<file path="config.mk">
export PLATFORM = sky130hd
export DESIGN_NAME = stream_top
export DESIGN_NICKNAME = d
export VERILOG_FILES = /design/src/common/stream_pkg.sv /design/src/design/stream_regs.sv /design/src/design/stream_skid.sv /design/src/design/stream_top.sv /design/src/design/stream_xform.sv
export SDC_FILE = /design/constraint.sdc
export NUM_CORES = 1
export LEC_CHECK = 0
export BUFFER_PORTS_ARGS = -buffer_cell sky130_fd_sc_hd__buf_4
export CAP_MARGIN = 20
export CORE_MARGIN = 8
export CORE_UTILIZATION = 34
export CTS_CLUSTER_SIZE = 20
export DETAILED_ROUTE_END_ITERATION = 8
export PLACE_DENSITY_LB_ADDON = 0.1
export SLEW_MARGIN = 30
export SYNTH_ARGS = -nofsm -noshare
export SYNTH_HDL_FRONTEND = slang
export SYNTH_SLANG_ARGS = --single-unit
</file>
<file path="constraint.sdc">
create_clock -name seq -period 6.7 [get_ports seq]
set_input_delay 0.67 -clock seq [delete_from_list [all_inputs] [get_ports seq]]
set_output_delay 0.67 -clock seq [all_outputs]
set_load 0.005 [all_outputs]
</file>
<file path="src/common/stream_pkg.sv">
`default_nettype none

package stream_pkg;

    localparam int word_w = 32;

    typedef logic [word_w-1:0] word_t;

    // packet number that wraps after 15.
    typedef logic [3:0] pkt_id_t;

    typedef struct packed {
        logic  last;
        word_t data;
    } in_beat_t;

    typedef struct packed {
        pkt_id_t pkt_id;
        logic    last;
        word_t   data;
    } out_beat_t;

    // code 3 is not named and acts as pass.
    typedef enum logic [1:0] {
        mode_pass = 2'd0,
        mode_xor  = 2'd1,
        mode_add  = 2'd2
    } mode_t;

    typedef logic [1:0] cfg_addr_t;

    localparam cfg_addr_t addr_mode  = 2'd0;  // read/write.
    localparam cfg_addr_t addr_key   = 2'd1;  // read/write.
    localparam cfg_addr_t addr_beats = 2'd2;  // read only.
    localparam cfg_addr_t addr_pkts  = 2'd3;  // read only.

endpackage

`default_nettype wire

</file>
<file path="src/design/stream_regs.sv">
`default_nettype none

module stream_regs (
    input  wire                         seq,
    input  wire                         rst_n,

    input  wire                         cfg_we,
    input  wire stream_pkg::cfg_addr_t  cfg_addr,
    input  wire stream_pkg::word_t      cfg_wdata,
    output stream_pkg::word_t           cfg_rdata,

    output stream_pkg::mode_t           mode,
    output stream_pkg::word_t           key,

    input  wire                         beat_done,
    input  wire                         pkt_done
);

    import stream_pkg::*;

    word_t beat_cnt;
    word_t pkt_cnt;

    always_ff @(posedge seq or negedge rst_n) begin
        if (!rst_n) begin
            mode <= mode_pass;
            key  <= '0;
        end else if (cfg_we) begin
            case (cfg_addr)
                addr_mode: begin
                    mode <= mode_t'(cfg_wdata[1:0]);
                end
                addr_key: begin
                    key <= cfg_wdata;
                end
                default: begin
                    // counter addresses ignore writes.
                end
            endcase
        end
    end

    always_ff @(posedge seq or negedge rst_n) begin
        if (!rst_n) begin
            beat_cnt <= '0;
        end else if (beat_done) begin
            beat_cnt <= beat_cnt + 32'd1;
        end
    end

    always_ff @(posedge seq or negedge rst_n) begin
        if (!rst_n) begin
            pkt_cnt <= '0;
        end else if (pkt_done) begin
            pkt_cnt <= pkt_cnt + 32'd1;
        end
    end

    // combinational read port with no wait states.
    always_comb begin
        case (cfg_addr)
            addr_mode: begin
                cfg_rdata = word_t'(mode);
            end
            addr_key: begin
                cfg_rdata = key;
            end
            addr_beats: begin
                cfg_rdata = beat_cnt;
            end
            addr_pkts: begin
                cfg_rdata = pkt_cnt;
            end
            default: begin
                cfg_rdata = '0;
            end
        endcase
    end

endmodule

`default_nettype wire

</file>
<file path="src/design/stream_skid.sv">
`default_nettype none

module stream_skid #(
    parameter type data_t = logic [31:0]
) (
    input  wire        seq,
    input  wire        rst_n,

    input  wire        in_valid,
    output logic       in_ready,
    input  wire data_t in_data,

    output logic       out_valid,
    input  wire        out_ready,
    output data_t      out_data
);

    // in_ready low means the skid register holds a beat.
    data_t skid_data;

    logic skid_full;
    logic out_free;
    logic load_out;
    logic load_skid;
    logic valid_d;
    logic ready_d;

    assign skid_full = !in_ready;
    assign out_free  = out_ready || !out_valid;  // output register frees up this cycle.

    // a new beat goes to the output if it is free, else it is parked.
    assign load_out  = out_free && (skid_full || in_valid);
    assign load_skid = !skid_full && !out_free && in_valid;

    always_comb begin
        valid_d = out_valid;
        ready_d = in_ready;

        if (out_free) begin
            valid_d = skid_full || in_valid;
            ready_d = 1'b1;  // skid drains into the output.
        end else if (load_skid) begin
            ready_d = 1'b0;
        end
    end

    always_ff @(posedge seq or negedge rst_n) begin
        if (!rst_n) begin
            out_valid <= 1'b0;
            in_ready  <= 1'b1;
        end else begin
            out_valid <= valid_d;
            in_ready  <= ready_d;
        end
    end

    // payload path.
    always_ff @(posedge seq) begin
        if (load_out) begin
            out_data <= skid_full ? skid_data : in_data;
        end
        if (load_skid) begin
            skid_data <= in_data;
        end
    end

endmodule

`default_nettype wire

</file>
<file path="src/design/stream_top.sv">
`default_nettype none

module stream_top (
    input  wire                         seq,
    input  wire                         rst_n,

    input  wire                         in_valid,
    output logic                        in_ready,
    input  wire stream_pkg::word_t      in_data,
    input  wire                         in_last,

    output logic                        out_valid,
    input  wire                         out_ready,
    output stream_pkg::word_t           out_data,
    output logic                        out_last,
    output stream_pkg::pkt_id_t         out_pkt_id,

    input  wire                         cfg_we,
    input  wire stream_pkg::cfg_addr_t  cfg_addr,
    input  wire stream_pkg::word_t      cfg_wdata,
    output stream_pkg::word_t           cfg_rdata
);

    import stream_pkg::*;

    in_beat_t  in_beat;
    in_beat_t  ig_beat;
    logic      ig_valid;
    logic      ig_ready;

    out_beat_t xf_beat;
    logic      xf_valid;
    logic      xf_ready;

    out_beat_t eg_beat;

    mode_t     mode;
    word_t     key;
    logic      beat_done;
    logic      pkt_done;

    assign in_beat = '{last: in_last, data: in_data};

    stream_skid #(
        .data_t (in_beat_t)
    ) u_ingress (
        .seq       (seq),
        .rst_n     (rst_n),
        .in_valid  (in_valid),
        .in_ready  (in_ready),
        .in_data   (in_beat),
        .out_valid (ig_valid),
        .out_ready (ig_ready),
        .out_data  (ig_beat)
    );

    stream_xform u_xform (
        .seq       (seq),
        .rst_n     (rst_n),
        .in_valid  (ig_valid),
        .in_ready  (ig_ready),
        .in_beat   (ig_beat),
        .out_valid (xf_valid),
        .out_ready (xf_ready),
        .out_beat  (xf_beat),
        .mode      (mode),
        .key       (key),
        .beat_done (beat_done),
        .pkt_done  (pkt_done)
    );

    stream_skid #(
        .data_t (out_beat_t)
    ) u_egress (
        .seq       (seq),
        .rst_n     (rst_n),
        .in_valid  (xf_valid),
        .in_ready  (xf_ready),
        .in_data   (xf_beat),
        .out_valid (out_valid),
        .out_ready (out_ready),
        .out_data  (eg_beat)
    );

    stream_regs u_regs (
        .seq       (seq),
        .rst_n     (rst_n),
        .cfg_we    (cfg_we),
        .cfg_addr  (cfg_addr),
        .cfg_wdata (cfg_wdata),
        .cfg_rdata (cfg_rdata),
        .mode      (mode),
        .key       (key),
        .beat_done (beat_done),
        .pkt_done  (pkt_done)
    );

    assign out_data   = eg_beat.data;
    assign out_last   = eg_beat.last;
    assign out_pkt_id = eg_beat.pkt_id;

endmodule

`default_nettype wire

</file>
<file path="src/design/stream_xform.sv">
`default_nettype none

module stream_xform (
    input  wire                        seq,
    input  wire                        rst_n,

    input  wire                        in_valid,
    output logic                       in_ready,
    input  wire stream_pkg::in_beat_t  in_beat,

    output logic                       out_valid,
    input  wire                        out_ready,
    output stream_pkg::out_beat_t      out_beat,

    input  wire stream_pkg::mode_t     mode,
    input  wire stream_pkg::word_t     key,

    output logic                       beat_done,
    output logic                       pkt_done
);

    import stream_pkg::*;

    pkt_id_t pkt_cnt;
    word_t   result;
    logic    in_fire;
    logic    out_fire;

    // stage takes a beat when it is empty or being drained.
    assign in_ready = out_ready || !out_valid;
    assign in_fire  = in_valid && in_ready;
    assign out_fire = out_valid && out_ready;

    always_comb begin
        case (mode)
            mode_xor: begin
                result = in_beat.data ^ key;
            end
            mode_add: begin
                result = in_beat.data + key;  // wraps modulo 2^32.
            end
            default: begin
                result = in_beat.data;
            end
        endcase
    end

    always_ff @(posedge seq or negedge rst_n) begin
        if (!rst_n) begin
            out_valid <= 1'b0;
        end else if (in_fire) begin
            out_valid <= 1'b1;
        end else if (out_ready) begin
            out_valid <= 1'b0;
        end
    end

    // numbering follows acceptance order, so a packet ends at its last input beat.
    always_ff @(posedge seq or negedge rst_n) begin
        if (!rst_n) begin
            pkt_cnt <= '0;
        end else if (in_fire && in_beat.last) begin
            pkt_cnt <= pkt_cnt + 4'd1;
        end
    end

    always_ff @(posedge seq) begin
        if (in_fire) begin
            out_beat.pkt_id <= pkt_cnt;
            out_beat.last   <= in_beat.last;
            out_beat.data   <= result;
        end
    end

    assign beat_done = out_fire;
    assign pkt_done  = out_fire && out_beat.last;

endmodule

`default_nettype wire

</file>
==> run_summary.xml <==
<?xml version="1.0" encoding="UTF-8"?>
<metrics>
  <group name="synth">
    <metric name="seq_area_frac_synth" unit="%">57.6</metric>
    <metric name="yosys.area.top_type" unit="">edfxtp_1</metric>
    <metric name="mux_contribution_to_synthesized_area" unit="%">11.7</metric>
    <metric name="yosysTopAreaCellShare" unit="%">38.3</metric>
    <metric name="synthSimpleGateAreaFrac" unit="%">10.7</metric>
    <metric name="synth_enable_flop_cells" unit="">177</metric>
    <metric name="synth-compound-area-share" unit="%">9.87</metric>
    <metric name="mappedNetlistArea" unit="µm²">13900</metric>
    <metric name="yosys_most_used_dff" unit="">edfxtp_1</metric>
    <metric name="netlist_top_cells_area" unit="">edfxtp_1, dfrtp_1, mux2_2, xnor2_1, ha_1</metric>
    <metric name="syn-num-nets" unit="">1216</metric>
    <metric name="synth_cell_type_count" unit="">72</metric>
    <metric name="ys_warn_count" unit="">0</metric>
    <metric name="synthArstFlopShare" unit="%">37.7</metric>
    <metric name="postSynthCellCount" unit="">1107</metric>
    <metric name="largest_family_of_logic_cells_by_synthesized_area" unit="">multiplexers</metric>
    <metric name="synth_fa_ha_area_share" unit="%">3.39</metric>
    <metric name="ys_ff_latch" unit="">284</metric>
    <metric name="synth_xor_xnor_area_share" unit="%">4.23</metric>
    <metric name="avgSynthCellArea" unit="µm²">12.5</metric>
  </group>
  <group name="floorplanning">
    <metric name="std_cell_rows" unit="">74</metric>
    <metric name="floorplan.initialDensity" unit="%">34.2</metric>
    <metric name="die_y" unit="µm">218</metric>
    <metric name="die-width" unit="µm">218</metric>
    <metric name="io_pins" unit="">143</metric>
    <metric name="dieArea" unit="µm²">47600</metric>
    <metric name="placeableCoreArea" unit="µm²">40600</metric>
  </group>
  <group name="drt">
    <metric name="route.detailed.wl_per_inst" unit="µm">20.5</metric>
    <metric name="detailedRoute.firstIterationViolations" unit="">590</metric>
    <metric name="drt_pass1_iterations" unit="">6</metric>
    <metric name="vias" unit="">9140</metric>
    <metric name="antenna_left" unit="">0</metric>
    <metric name="routed_wirelength" unit="mm">36.8</metric>
    <metric name="drt-vias-per-instance" unit="">5.08</metric>
    <metric name="drc" unit="">0</metric>
  </group>
  <group name="finish">
    <metric name="number_of_nets_in_the_layout" unit="">1350</metric>
    <metric name="utilization" unit="%">41.0</metric>
    <metric name="num-fill-cells" unit="">3900</metric>
    <metric name="final_layout_size_suffix_gt1_share" unit="%">28.7</metric>
    <metric name="regArea" unit="µm²">8000</metric>
    <metric name="multi_input_area" unit="µm²">5580</metric>
    <metric name="syn_to_final_growth" unit="%">19.6</metric>
  </group>
  <group name="critical_path">
    <metric name="cp-end-kind" unit="">flip-flop</metric>
    <metric name="regToRegStartpoint" unit="">u_egress.in_ready</metric>
    <metric name="type_of_the_worst_setup_path" unit="">reg -&gt; reg</metric>
    <metric name="timing.rr.end" unit="">u_regs.beat_cnt[30]</metric>
    <metric name="worstSetupStartpointType" unit="">flip-flop</metric>
    <metric name="worstPathRequired" unit="ns">7.18</metric>
    <metric name="r2r.worst_path.cells" unit="">7</metric>
    <metric name="rrSetupSlack" unit="ns">3.40</metric>
    <metric name="cp_data_arrival_time" unit="ns">3.78</metric>
    <metric name="critPathMaxFanout" unit="">41</metric>
  </group>
  <group name="min_path">
    <metric name="hp-class" unit="">in -&gt; async</metric>
  </group>
  <group name="clock_tree">
    <metric name="clk_latency" unit="ns">0.60</metric>
    <metric name="tritoncts_clock_tree" unit="">done</metric>
    <metric name="post_cts.repair.setup_buffers" unit="">0</metric>
    <metric name="h_tree_level_count" unit="">1</metric>
    <metric name="post_cts.resized_instances" unit="">0</metric>
    <metric name="clk_pin_slew_worst_paths" unit="ns">0.06</metric>
    <metric name="numCtsBuffers" unit="">31</metric>
    <metric name="clock_sink_count" unit="">284</metric>
    <metric name="clockRootBuffer" unit="">clkbuf_16</metric>
    <metric name="hold_buffer_count_at_cts" unit="">0</metric>
    <metric name="clock_tree.buffer_depth" unit="">3</metric>
  </group>
  <group name="global_routing">
    <metric name="grt_util_met3" unit="%">2.77</metric>
    <metric name="gr-usage-all-layers" unit="%">15.3</metric>
    <metric name="met2_grt_util" unit="%">23.5</metric>
    <metric name="residual_overflow_from_global_routing" unit="">0</metric>
    <metric name="number_of_global_route_vias_before_repair" unit="">9300</metric>
    <metric name="antenna_found_initial" unit="">1</metric>
    <metric name="grt_peak_use_layer" unit="">met2</metric>
    <metric name="maximum_number_of_pins_on_one_net_before_global_route_repair" unit="">75</metric>
    <metric name="grt_use_met1" unit="%">21.9</metric>
    <metric name="global_route_wire_length_before_repair" unit="mm">57.0</metric>
  </group>
  <group name="pwr">
    <metric name="power" unit="W">0.00550</metric>
    <metric name="vdd_drop_max" unit="mV">0.168</metric>
    <metric name="power_per_cell_area" unit="nW/µm²">331</metric>
    <metric name="power_leakage" unit="nW">6.66</metric>
  </group>
  <group name="sta">
    <metric name="final_critical_path_setup_slack" unit="ns">3.40</metric>
    <metric name="whs" unit="ns">0.0271</metric>
    <metric name="final_number_of_hold_violating_endpoints" unit="">0</metric>
    <metric name="maxSlewHeadroom" unit="%">34.3</metric>
    <metric name="timing_worst_slew_pin_value" unit="ns">0.973</metric>
    <metric name="clock-skew-final" unit="ns">0.0430</metric>
    <metric name="timing.final.crit_period" unit="ns">3.30</metric>
    <metric name="pins_over_their_slew_limit" unit="">0</metric>
    <metric name="rsz0062_at_grt" unit="">false</metric>
    <metric name="max_freq" unit="MHz">303</metric>
    <metric name="final_report_setup_violation_count" unit="">0</metric>
    <metric name="setup_total_negative_slack" unit="ns">0</metric>
    <metric name="final_min_period_over_clock_period" unit="%">49.3</metric>
  </group>
  <group name="run">
    <metric name="cap_viol_max_count" unit="">0</metric>
  </group>
  <group name="placement">
    <metric name="dp.final_hpwl" unit="mm">26.9</metric>
    <metric name="gp_congestion" unit="">0.838</metric>
    <metric name="count_of_buffers_from_port_buffering" unit="">142</metric>
    <metric name="detailedPlace.worstSlack" unit="ns">3.24</metric>
  </group>
  <group name="status">
    <metric name="outcome" unit="">finished clean</metric>
  </group>
</metrics>
## worst max path at each step
stage	startpoint	endpoint	slack [ns]
floorplan	u_ingress.in_ready	u_ingress.skid_data[0]	2.04
global placement	u_egress.in_ready	u_regs.beat_cnt[24]	3.32
detailed placement	u_egress.in_ready	u_regs.beat_cnt[26]	3.24
CTS	u_egress.in_ready	u_regs.beat_cnt[26]	3.24
global route	u_egress.in_ready	u_regs.beat_cnt[28]	3.04
finish	u_egress.in_ready	u_regs.beat_cnt[30]	3.40
## final cells by class
| type | instances | area share (%) |
|---|---|---|
| clock inverters | 25 | 1.75 |
| inverters | 19 | 0.429 |
| flip-flops and latches | 284 | 48.2 |
| clock buffers | 33 | 4.71 |
| well taps | 532 | 4.01 |
| multi-input cells | 751 | 33.6 |
| repair buffers | 154 | 7.32 |
| diodes | 1 | 0.0151 |
## per-stage QoR
stage	cell area, µm²	cells
after global routing	16600	1798
after detailed placement	15500	1740
after floorplan	13900	1107
final	16600	1799
after CTS	16600	1798
after global placement	15400	1737
## flip-flops by register name, indices dropped and copies added, names as in the netlist
signal               flops
u_egress.out_data       37
u_egress.skid_data      37
u_xform.out_beat        37
u_ingress.out_data      33
u_ingress.skid_data     33
u_regs.beat_cnt         32
u_regs.key              32
u_regs.pkt_cnt          32
u_xform.pkt_cnt          4
u_regs.mode              2
u_egress.in_ready        1
u_egress.out_valid       1
u_ingress.in_ready       1
u_ingress.out_valid      1
u_xform.out_valid        1
## cells in the final DEF, fill, tap and decap left out, types with 19 or more instances in the layout
cell / Yosys / final
edfxtp_1: 177 / 177
o21ai_0: 29 / 29
nand2_1: 111 / 111
nor2_1: 44 / 42
a21oi_1: 63 / 62
inv_1: 19 / 19
nand3_1: 28 / 28
mux2_2: 135 / 135
xnor2_1: 53 / 53
clkbuf_16: 0 / 31
a22o_1: 30 / 30
ha_1: 36 / 35
nand4_1: 19 / 19
buf_4: 1 / 151
dfrtp_1: 105 / 105
## synthesized netlist by cell type, types with 10 or more instances
cell type,number
xnor2_1,53
nor3_1,18
buf_1,11
nor2b_1,10
nand3_1,28
nand2_1,111
edfxtp_1,177
nor2_1,44
a21o_1,11
ha_1,36
clkbuf_1,32
nand4_1,19
mux2_2,135
o21ai_0,29
xor2_1,14
a22o_1,30
dfrtp_1,105
and3_1,16
inv_1,19
a21oi_1,63
## where the power goes
| part | internal [W] | switching (W) |
|---|---|---|
| Sequential | 0.00222 | 0.000230 |
| Combinational | 0.000552 | 0.000697 |
| Clock | 0.00108 | 0.000721 |
## cells by family (layout without fill, tap and decap cells)
logic type,after synthesis,count (layout)
other,0,1
adders and majority gates,37,37
muxes,143,143
and+or+nand+nor,301,301
AOI/OAI and AO/OA,203,203
xor gates and xnor gates,67,67
buffers and inverters,72,231
DFF,284,284
## routing by layer
| layer | wire length, µm | up-vias |
|---|---|---|
| met5 | 0 | - |
| met4 | 941 | 0 |
| met3 | 1910 | 49 |
| met2 | 16500 | 223 |
| met1 | 17500 | 4454 |
| li1 | - | 4414 |
## worst max-delay path: stages, from the launching register on
cell	delay, ns
dfstp_2	1.13
nand2_1	0.38
nor4_1	0.63
nand2b_1	0.23
or2_1	0.31
nor2_1	0.26
nand2_1	0.11
xnor2_1	0.13
No activity file was read; power rests on OpenSTA's default activity.
